`src/design/dcache_config.svh`:
```
`ifndef DCACHE_CONFIG_SVH
`define DCACHE_CONFIG_SVH

// Address and line geometry
`define DC_ADDR_W      32
`define DC_LINE_BYTES  16
`define DC_OFS_W       4

// Two ways, one write-enable bit per byte of each way
`define DC_WAYS        2
`define DC_WE_W        32

// Memory access type field
`define DC_MT_W        3

// Store type codes
`define DC_MT_ST_W     3'b001
`define DC_MT_ST_B     3'b110
`define DC_MT_ST_H     3'b111

`endif

```
`src/design/dcache_pkg.sv`:
```
`include "dcache_config.svh"

package dc_pkg;

    // Encodings match the existing cache controller
    typedef enum logic [2:0] {
        IDLE       = 3'h0,
        LOOKUP     = 3'h1,
        MISS       = 3'h2,
        REFILL     = 3'h3,
        WAIT_WRITE = 3'h4,
        MISS_A     = 3'h5
    } dc_state_e;

    // Request registered into the lookup stage
    typedef struct packed {
        logic                  wvalid_pipe;
        logic                  rvalid_pipe;
        logic                  uncache_pipe;
        logic [`DC_MT_W-1:0]   mem_type_pipe;
        logic [`DC_ADDR_W-1:0] address;
    } dc_req_s;

    // Read channel toward memory
    typedef struct packed {
        logic                  arvalid;
        logic [`DC_ADDR_W-1:0] araddr;
        logic                  rready;
    } dc_bus_req_s;

    typedef struct packed {
        logic arready;
        logic rvalid;
        logic rlast;
    } dc_bus_rsp_s;

    // Read, miss and write buffer strobes
    typedef struct packed {
        logic rbuf_we;
        logic mbuf_we;
        logic wbuf_we;
        logic data_from_mem_sel;
    } dc_buf_we_s;

    typedef struct packed {
        logic lru_update;
        logic miss_lru_update;
        logic miss_lru_way;
    } dc_lru_s;

    // Flat word for the RAMs, per-way byte fields for the mask logic
    typedef union packed {
        logic [`DC_WE_W-1:0]                      word;
        logic [`DC_WAYS-1:0][`DC_LINE_BYTES-1:0] way;
    } dc_we_u;

endpackage

```
`src/design/dcache_ctrl_fsm.sv`:
```
`timescale 1ns/1ps
`include "dcache_config.svh"

module dcache_ctrl_fsm (
    input  logic                clk,
    input  logic                rstn,
    input  logic                rvalid,
    input  logic                wvalid,
    input  logic                way_sel,
    input  logic                write_finish,
    input  logic [1:0]          hit,
    input  dc_pkg::dc_req_s     req,
    input  dc_pkg::dc_we_u      store_we,
    input  dc_pkg::dc_bus_rsp_s bus_rsp,
    output dc_pkg::dc_we_u      mem_we,
    output logic [1:0]          tag_dv_we,
    output dc_pkg::dc_bus_req_s bus_req,
    output dc_pkg::dc_buf_we_s  buf_we,
    output dc_pkg::dc_lru_s     lru,
    output logic                rready,
    output logic                wready,
    output logic                wfsm_en,
    output logic                wfsm_rset
);

    import dc_pkg::*;

    dc_state_e state;
    dc_state_e next_state;
    logic      any_hit;
    logic      new_req;

    assign any_hit = |hit;
    assign new_req = rvalid | wvalid;

    ////////////////////
    // State register
    ////////////////////

    always_ff @(posedge clk or negedge rstn) begin
        if (!rstn) begin
            state <= IDLE;
        end else begin
            state <= next_state;
        end
    end

    ////////////////////
    // Next state and outputs
    ////////////////////

    always_comb begin
        // Defaults shared by most states
        next_state               = state;
        mem_we                   = '0;
        tag_dv_we                = '0;
        bus_req                  = '0;
        buf_we                   = '0;
        buf_we.data_from_mem_sel = 1'b1;
        lru                      = '0;
        rready                   = 1'b0;
        wready                   = 1'b0;
        wfsm_en                  = 1'b0;
        wfsm_rset                = 1'b0;

        case (state)
            IDLE: begin
                if (new_req) begin
                    next_state = LOOKUP;
                end
                buf_we.rbuf_we = 1'b1;
                rready         = 1'b1;
                wready         = 1'b1;
                wfsm_rset      = 1'b1;
            end

            LOOKUP: begin
                if (req.uncache_pipe) begin
                    // Uncached read fetches, uncached write goes out directly
                    if (req.rvalid_pipe) begin
                        next_state = MISS_A;
                    end else begin
                        next_state = WAIT_WRITE;
                        wfsm_en    = 1'b1;
                    end
                end else if (any_hit) begin
                    next_state               = new_req ? LOOKUP : IDLE;
                    buf_we.rbuf_we           = 1'b1;
                    buf_we.data_from_mem_sel = 1'b0;
                    lru.lru_update           = 1'b1;
                    if (req.wvalid_pipe) begin
                        wready = 1'b1;
                        mem_we = store_we;
                        // Tag bit of the way that actually takes bytes
                        tag_dv_we = {|store_we.way[1], |store_we.way[0]};
                    end else begin
                        rready = 1'b1;
                    end
                end else begin
                    next_state     = MISS_A;
                    buf_we.mbuf_we = 1'b1;
                    buf_we.wbuf_we = 1'b1;
                    wfsm_en        = 1'b1;
                end
            end

            MISS_A: begin
                if (bus_rsp.arready) begin
                    next_state = MISS;
                end
                bus_req.arvalid = 1'b1;
                // Line aligned request
                bus_req.araddr  = {req.address[`DC_ADDR_W-1:`DC_OFS_W], {`DC_OFS_W{1'b0}}};
            end

            MISS: begin
                if (bus_rsp.rvalid && bus_rsp.rlast) begin
                    next_state = req.uncache_pipe ? WAIT_WRITE : REFILL;
                end
                bus_req.rready = 1'b1;
            end

            REFILL: begin
                next_state           = WAIT_WRITE;
                mem_we.way[way_sel]  = '1;
                tag_dv_we[way_sel]   = 1'b1;
                lru.miss_lru_update  = 1'b1;
                lru.miss_lru_way     = way_sel;
            end

            WAIT_WRITE: begin
                if (write_finish) begin
                    next_state = IDLE;
                end
            end

            default: begin
                next_state = IDLE;
            end
        endcase
    end

endmodule

```
`src/design/dcache_ctrl_top.sv`:
```
`timescale 1ns/1ps

module dcache_ctrl_top (
    input  logic                clk,
    input  logic                rstn,
    input  logic                rvalid,
    input  logic                wvalid,
    input  logic                way_sel,
    input  logic                write_finish,
    input  logic [1:0]          hit,
    input  dc_pkg::dc_req_s     req,
    input  dc_pkg::dc_bus_rsp_s bus_rsp,
    output dc_pkg::dc_we_u      mem_we,
    output logic [1:0]          tag_dv_we,
    output dc_pkg::dc_bus_req_s bus_req,
    output dc_pkg::dc_buf_we_s  buf_we,
    output dc_pkg::dc_lru_s     lru,
    output logic                rready,
    output logic                wready,
    output logic                wfsm_en,
    output logic                wfsm_rset
);

    import dc_pkg::*;

    // Store mask for the lookup stage
    dc_we_u store_we;

    store_mask_gen smg0 (
        .req      (req),
        .hit      (hit),
        .store_we (store_we)
    );

    dcache_ctrl_fsm fsm0 (
        .clk          (clk),
        .rstn         (rstn),
        .rvalid       (rvalid),
        .wvalid       (wvalid),
        .way_sel      (way_sel),
        .write_finish (write_finish),
        .hit          (hit),
        .req          (req),
        .store_we     (store_we),
        .bus_rsp      (bus_rsp),
        .mem_we       (mem_we),
        .tag_dv_we    (tag_dv_we),
        .bus_req      (bus_req),
        .buf_we       (buf_we),
        .lru          (lru),
        .rready       (rready),
        .wready       (wready),
        .wfsm_en      (wfsm_en),
        .wfsm_rset    (wfsm_rset)
    );

endmodule

```
`src/design/store_mask_gen.sv`:
```
`timescale 1ns/1ps
`include "dcache_config.svh"

module store_mask_gen (
    input  dc_pkg::dc_req_s req,
    input  logic [1:0]      hit,
    output dc_pkg::dc_we_u  store_we
);

    import dc_pkg::*;

    localparam logic [`DC_LINE_BYTES-1:0] BYTE_MASK = 'h1;
    localparam logic [`DC_LINE_BYTES-1:0] HALF_MASK = 'h3;
    localparam logic [`DC_LINE_BYTES-1:0] WORD_MASK = 'hf;

    logic [`DC_OFS_W-1:0]      ofs;
    logic [`DC_LINE_BYTES-1:0] byte_en;
    logic                      way_idx;

    assign ofs = req.address[`DC_OFS_W-1:0];

    // hit[0] selects way 0, anything else falls to way 1
    assign way_idx = ~hit[0];

    ////////////////////
    // Byte enables within one line
    ////////////////////

    always_comb begin
        byte_en = '0;
        case (req.mem_type_pipe)
            `DC_MT_ST_W: begin
                byte_en = WORD_MASK << {ofs[3:2], 2'b00};
            end
            `DC_MT_ST_B: begin
                byte_en = BYTE_MASK << ofs;
            end
            `DC_MT_ST_H: begin
                // Misaligned half writes nothing
                if (!ofs[0]) begin
                    byte_en = HALF_MASK << ofs;
                end
            end
            default: begin
                byte_en = '0;
            end
        endcase
    end

    ////////////////////
    // Place into the target way
    ////////////////////

    always_comb begin
        store_we = '0;
        store_we.way[way_idx] = byte_en;
    end

endmodule

```
`config.mk`:
```
export PLATFORM = sky130hd
export DESIGN_NAME = dcache_ctrl_top
export DESIGN_NICKNAME = d
export VERILOG_FILES = /design/src/design/dcache_pkg.sv /design/src/design/dcache_ctrl_fsm.sv /design/src/design/dcache_ctrl_top.sv /design/src/design/store_mask_gen.sv
export VERILOG_INCLUDE_DIRS = /design/src /design/src/design
export SDC_FILE = /design/constraint.sdc
export NUM_CORES = 1
export LEC_CHECK = 0
export ABC_AREA = 1
export BUFFER_PORTS_ARGS = -buffer_cell sky130_fd_sc_hd__buf_2
export CAP_MARGIN = 30
export CORE_MARGIN = 2
export CORE_UTILIZATION = 36
export CTS_CLUSTER_SIZE = 25
export DETAILED_ROUTE_END_ITERATION = 12
export PLACE_DENSITY_LB_ADDON = 0.15
export SKIP_LAST_GASP = 1
export SYNTH_ARGS = -nofsm -noshare
export SYNTH_HDL_FRONTEND = slang
export SYNTH_SLANG_ARGS = --single-unit
```
`constraint.sdc`:
```
create_clock -name clk -period 2.3 [get_ports clk]
set_input_delay 0.575 -clock clk [delete_from_list [all_inputs] [get_ports clk]]
set_output_delay 0.575 -clock clk [all_outputs]
set_load 0.02 [all_outputs]
```
==> metrics.cfg, run 1 <==
[final_layout]
drive_gt1_share_pct = 59.3
largest_reg_flops = 3
register_with_the_most_flip_flops = fsm0.state
reg.largest.list = fsm0.state: 3 flops
layout-area-overhead-vs-synth_pct = 120
antenna-diode-count = 0
nNetsFinal = 575
utilization_pct = 81.7

[worst_setup_path]
crit_required_ps = 1730
timing.critical_path.fanout_max = 4
crit_path_start_kind = input pin
arrival_ps = 2030
worst_setup_path_end_kind = primary output
cpMaxStageDelayCell = ha_4
r2r_setup_slack_ps = 780
worst-setup-path-type = input pin to primary output
cp_cell_sequence = buf_12, clkinv_8, ha_4, nand2_4, nor2_1, nand3_1, nand3_2, nand2_2, nand2_1, nor2_1, nand2_1, o21ai_2, nand2_2, buf_6
cp_slowest_stage_delay_ps = 260

[global_route]
grt-ovfl-total = 0
largest_net_degree_at_the_start_of_global_routing = 22
number_of_antenna_violations_at_the_first_check_in_global_routing = 0
global_routing_usage_summed_across_all_routing_layers_pct = 25.4
grt_pass1_vias = 2374
grt_pass1_wl_mm = 10.6

[logic_synthesis]
synth_ff_type = dfrtp_1
ys_ff_latch = 3
netlist.top_cell.by_area = nand2_1
postSynth.asyncResetShare_pct = 100
synth.top_cells.by_count = 84 x nand2_1, 66 x nor2_1, 56 x inv_1
synth_simple_gate_area_share_pct = 54.6
synth.area.mux_share_pct = 0
syn_area_per_cell_um2 = 4.69
xor_and_xnor_area_share_after_synthesis_pct = 0
synth.cell_area_mm2 = 0.00160
sequential_cell_area_fraction_in_the_yosys_report_pct = 4.68
ys_types = 27
syn-instance-count = 342
netlist_top_cells_area = nand2_1 20%, nor2_1 15%, nand3_1 15%
synth-edff-count = 0
cell_with_the_most_instances_after_synthesis = nand2_1
synthesized_area_fraction_occupied_by_ao_oa_aoi_and_oai_cells_pct = 15.4
synth_top_family_by_area = simple AND/OR/NAND/NOR gates
yosys.area_share.adder_pct = 3.12
yosysWarnings = 0
synth_top_area_share_pct = 19.7

[sta]
report.final.slew_viol_count = 0
shortest_period_the_worst_path_allows_ps = 2610
max_fclk_ghz = 0.383
finalHoldViolations = 0
clock_skew_ps = 6.51
grt_setup_unrepaired = yes
final_setup_violation_count = 29
finalCritPeriodShare_pct = 113
final.setup.worst_slack_ps = -309

[clock_network]
cts-root-to-sink-buffers = 2
clkSinkCount = 3
cts_tree = built
clockRootBuffer = clkbuf_8
worst_skew_pair.late_latency_ps = 220
cts_inserted_buffers = 3
cts.clk_slew.worst_paths_ps = 40
cts-htree-levels = 1

[flow_run]
drv.max_cap_violation_count = 0

[status]
failed_checks = negative setup slack
status = finished with violations

[floorplan]
dieWidth_um = 70.7
floorplan.core_area_mm2 = 0.00432
die_y_um = 70.7
ios = 128
placementRows = 24
start_util_pct = 37.1
floorplan.die_area_mm2 = 0.00500

[detailed_routing]
drt_pass1_iterations = 4
routed_wire_length_mm = 7.91
dr.first_iter.drc_count = 163
detail_route.wl_per_cell_um = 13.8
routed-via-count = 2880
drtAntennaViolNets = 0
drc = 0
via_per_inst = 5.03

[placement]
detailed_place_hpwl_mm = 5.04
portBuffers = 123
gpl.final_weighted_congestion = 0.893
dpl_worst_slack_ps = -335

[worst_hold_path]
min-delay-path-class = input pin to asynchronous set/reset pin

[power_and_ir_drop]
powerDensity_mw_per_mm2 = 449
vdd_ir_drop_max_mv = 0.266
power.static_leakage_nw = 2.14

==> layout make-up <==
class                   instances  area, um^2
flip-flops and latches          3        75.1
multi-input cells             263        1680
repair inverters                1        7.51
inverters                      58         265
repair buffers                192        1400
clock buffers                   4        45.0
fillers                       291         792
well taps                      52        65.1
==> worst paths after layout <==
kind	from	to	depth (start not counted)
min in group clk	bus_rsp[2]	fsm0.state[0]$_DFFE_PN0P_	2
worst min register to register	fsm0.state[2]$_DFFE_PN0P_	fsm0.state[2]$_DFFE_PN0P_	2
worst max-delay path	req[0]	tag_dv_we[1]	14
max in group asynchronous	rstn	fsm0.state[2]$_DFFE_PN0P_	1
worst min-delay path	rstn	fsm0.state[1]$_DFFE_PN0P_	1
worst max register to register	fsm0.state[0]$_DFFE_PN0P_	fsm0.state[0]$_DFFE_PN0P_	8
==> cells by family after synthesis <==
logic type                 after synthesis
AOI/OAI and AO/OA                       47
adders and majority gates                4
buffers and inverters                   80
DFF                                      3
other                                    1
and+or+nand+nor                        207
==> layout by cell type (no fill, tap or decap), types with 2 or more instances in the layout <==
master and instances:
buf_4 61, clkinvlp_4 3, conb_1 4, inv_4 2, o21ai_1 9, nand3_4 4
nor2_4 7, nand2_2 20, o21ai_4 3, o21ai_2 17, dfrtp_1 3, nor2_2 11
buf_12 2, nand3_2 24, ha_4 2, inv_2 3, a21oi_1 2, nand2_4 8
clkbuf_8 3, o21ai_0 9, nand2_1 57, inv_6 2, clkinv_8 2, inv_1 47
buf_8 3, nand3_1 19, buf_2 90, nor2_1 53, buf_6 35, o22ai_1 2
==> through the flow <==
stage / area, um^2 / total power [mW] / hold slack [ps] / instances / TNS (ps)
2_1_floorplan: 1700 / 0.833 / 279 / 345 / -286
3_3_place_gp: 2670 / 1.20 / 372 / 555 / -6000
3_5_place_dp: 2670 / 1.21 / 374 / 555 / -6970
4_1_cts: 3080 / 1.46 / 145 / 566 / -1660
5_1_grt: 3530 / 1.70 / 151 / 573 / -5650
6_report: 3530 / 1.59 / 144 / 573 / -3380
==> what timing repair did <==
action                                 4_1_cts  5_1_grt
buffers inserted                             6        7
pin swaps                                   32       40
setup endpoints to repair                   34       36
gates cloned                                 2        0
resized for setup                           97      112
hold buffers                                 0        0
endpoints found under the hold margin        0        0
==> critical path: cells and delay by family <==
family | cells | cell delay, ps
buffers and inverters | 3 | 280
AO/OA/AOI/OAI | 1 | 150
AND/OR/NAND/NOR | 9 | 780
adder cells (fa/ha/maj) | 1 | 260
==> power by group <==
part	total, mW	switching [mW]	internal, mW
clock network	0.164	0.0445	0.119
logic	1.32	0.827	0.489
registers	0.105	0.0269	0.0783
==> routing by layer <==
layer  GRT usage (%)  vias up  part of all wire, %  routed length (um)
met5               0        -                    0                   0
li1                -     1426                    -                   -
met3            3.13       29                  5.9                 470
met1            29.6     1297                   37                2930
met2            48.1      128                   53                4210
met4            7.55        0                  3.7                 292
Note: power is estimated with default switching activity, not from simulation.
==> inputs of run 2 (changes only) <==
--- a/config.mk
+++ b/config.mk
@@ -10,7 +10,7 @@
 export BUFFER_PORTS_ARGS = -buffer_cell sky130_fd_sc_hd__buf_2
 export CAP_MARGIN = 30
 export CORE_MARGIN = 2
-export CORE_UTILIZATION = 36
+export CORE_UTILIZATION = 40
 export CTS_CLUSTER_SIZE = 25
 export DETAILED_ROUTE_END_ITERATION = 12
 export PLACE_DENSITY_LB_ADDON = 0.15
==> constraint.sdc (replaced) <==
create_clock -name clk -period 2.5 [get_ports clk]
set_input_delay 0.625 -clock clk [delete_from_list [all_inputs] [get_ports clk]]
set_output_delay 0.625 -clock clk [all_outputs]
set_load 0.02 [all_outputs]
==> metrics.cfg, run 2 (synthesis results as in run 1) <==
[floorplan]
start_util_pct = 41.0  ; +3.9 points
die_y_um = 67.3  ; -4.8%
placementRows = 23  ; -4.2%
dieWidth_um = 67.3  ; -4.8%
floorplan.core_area_mm2 = 0.00391  ; -9.5%
ios = 128  ; unchanged
floorplan.die_area_mm2 = 0.00453  ; -9.5%

[final_layout]
largest_reg_flops = 3  ; unchanged
multiInputGateArea_mm2 = 0.00168  ; -0.15%
drive_gt1_share_pct = 61.5  ; +2.2 points
final_common_cell = buf_2
nNetsFinal = 576  ; +0.17%
layout-area-overhead-vs-synth_pct = 121
layout_common_cells = 98 x buf_2, 62 x buf_4, 57 x nor2_1
reg.largest.list = fsm0.state: 3 flops
register_with_the_most_flip_flops = fsm0.state
antenna-diode-count = 0  ; unchanged
final_area_mm2 = 0.00354  ; +0.35%
utilization_pct = 90.6  ; +8.9 points
ff_latch_area_um2 = 75.1  ; unchanged
final.fill_count = 178  ; -39%

[global_route]
grt_pass1_wl_mm = 9.65  ; -8.7%
global_routing_usage_summed_across_all_routing_layers_pct = 26.5  ; +1.1 points
number_of_antenna_violations_at_the_first_check_in_global_routing = 0  ; unchanged
grt-ovfl-total = 0  ; unchanged
grt_pass1_vias = 2250  ; -5.2%
largest_net_degree_at_the_start_of_global_routing = 22  ; unchanged

[clock_network]
clkSinkCount = 3  ; unchanged
cts_tree = built
cts_inserted_buffers = 3  ; unchanged
cts.clk_slew.worst_paths_ps = 30  ; about the same
cts-htree-levels = 1  ; unchanged
worst_skew_pair.late_latency_ps = 220  ; about the same
cts_hold_repair.buffers = 0  ; unchanged
cts-root-to-sink-buffers = 2  ; unchanged
clockRootBuffer = clkbuf_8

[placement]
detailed_place_hpwl_mm = 4.82  ; -4.4%
portBuffers = 123  ; unchanged
placed_area_mm2 = 0.00252  ; -5.6%
gpl.final_weighted_congestion = 0.908  ; +1.7%
dpl_worst_slack_ps = -267  ; +67.6 ps

[worst_setup_path]
r2r_setup_slack_ps = 690  ; -90 ps
crit_path_start_kind = input pin
cpMaxStageDelayCell = ha_4
timing.critical_path.fanout_max = 4  ; unchanged
timing.critical_path.mode_cell = nand2_2
crit_required_ps = 1880  ; +150 ps
worst-path-buf-inv = 3  ; unchanged
arrival_ps = 2170  ; +140 ps
timing.critical_path.max_delay_family = simple AND/OR/NAND/NOR gates
worst_setup_path_end_kind = primary output
worst_setup_path_startpoint = req[1]
cp_slowest_stage_delay_ps = 170  ; -90 ps
worst-setup-path-type = input pin to primary output
reg2regPathDepth = 9  ; +1
cp_cell_sequence = buf_8, buf_6, ha_4, nand2_4, nand2_2, nand2_2, nand3_4, nand3_2, nand2_1, nor2_1, nand2_1, o21ai_1, nand2_2, buf_6
regToRegStartpoint = fsm0.state[0]$_DFFE_PN0P_
end_of_the_worst_register_to_register_path = fsm0.state[2]$_DFFE_PN0P_

[sta]
clock_skew_ps = 2.01  ; -4.50 ps
finalHoldViolations = 0  ; unchanged
final_setup_violation_count = 22  ; -24%
report.final.slew_viol_count = 0  ; unchanged
grt_setup_unrepaired = yes
shortest_period_the_worst_path_allows_ps = 2800
finalCritPeriodShare_pct = 112
final.setup.worst_slack_ps = -295  ; +13.3 ps
max_fclk_ghz = 0.358

[power_and_ir_drop]
powerDensity_mw_per_mm2 = 411  ; -8.3%
power.static_leakage_nw = 2.12  ; -0.92%
vdd_ir_drop_max_mv = 0.279  ; +5.1%

[detailed_routing]
dr.first_iter.drc_count = 309  ; +90%
drc = 1  ; +1
drt_pass1_iterations = 9  ; +5
drtAntennaViolNets = 0  ; unchanged
routed_wire_length_mm = 9.51  ; +20%
via_per_inst = 5.55  ; +11%
routed-via-count = 3177  ; +10%
detail_route.wl_per_cell_um = 16.6  ; +20%

[status]
failed_checks = design-rule violations, negative setup slack
status = finished with violations

[worst_hold_path]
min-delay-path-class = input pin to asynchronous set/reset pin

[flow_run]
drv.max_cap_violation_count = 0  ; unchanged

run 2: cell types whose count changed in the layout (fill, tap and decap cells not counted), sizes merged:
cell,change
clkinv,-2
buf,+1
clkbuf,+1
clkinvlp,+1
inv,+1
nor2,-1
run 2: cell type report:
cell class | count | area share [%]
timing repair buffer | 194 | 40.5
clock buffer | 4 | 1.27
sequential | 3 | 2.12
inverter | 58 | 6.88
timing repair inverter | 1 | 0.212
multi-input combinational | 262 | 47.3
tap | 50 | 1.76
run 2: worst max-delay path by stage:
stage          slack (ps)  cells after the start      endpoint
3_5_place_dp         -270                     14  tag_dv_we[1]
2_1_floorplan         -90                      7        rready
6_report             -300                     14  tag_dv_we[0]
4_1_cts              -130                     14  tag_dv_we[1]
5_1_grt              -340                     14  tag_dv_we[0]
3_3_place_gp         -230                     15  tag_dv_we[1]
run 2: metrics by stage:
step                hold slack (ps)  TNS, ps  std cells  total power, mW
finish                          195    -1890        572             1.46
CTS                             196     -645        553             1.27
detailed placement              421    -3370        539             1.07
global route                    195    -3040        572             1.54
global placement                420    -2930        539             1.06
floorplan                       329    -89.3        345            0.746
run 2: where the power goes:
| group | internal [mW] | switching (mW) |
|---|---|---|
| clock | 0.109 | 0.0329 |
| sequential | 0.0720 | 0.0241 |
| combinational | 0.428 | 0.792 |
| total | 0.609 | 0.849 |
run 2: timing repair:
action	CTS	global route
endpoints found under the setup margin	29	34
setup buffers	9	18
pin swaps	23	42
cloned	1	2
gates resized for setup	71	136
run 2: metal layers:
layer | up-vias | share of wire [%] | track usage, %
li1 | 1417 | - | -
met1 | 1418 | 34 | 34.1
met2 | 271 | 50 | 46.8
met3 | 71 | 9.6 | 2.33
met4 | 0 | 6.6 | 7.65
met5 | - | 0 | 0
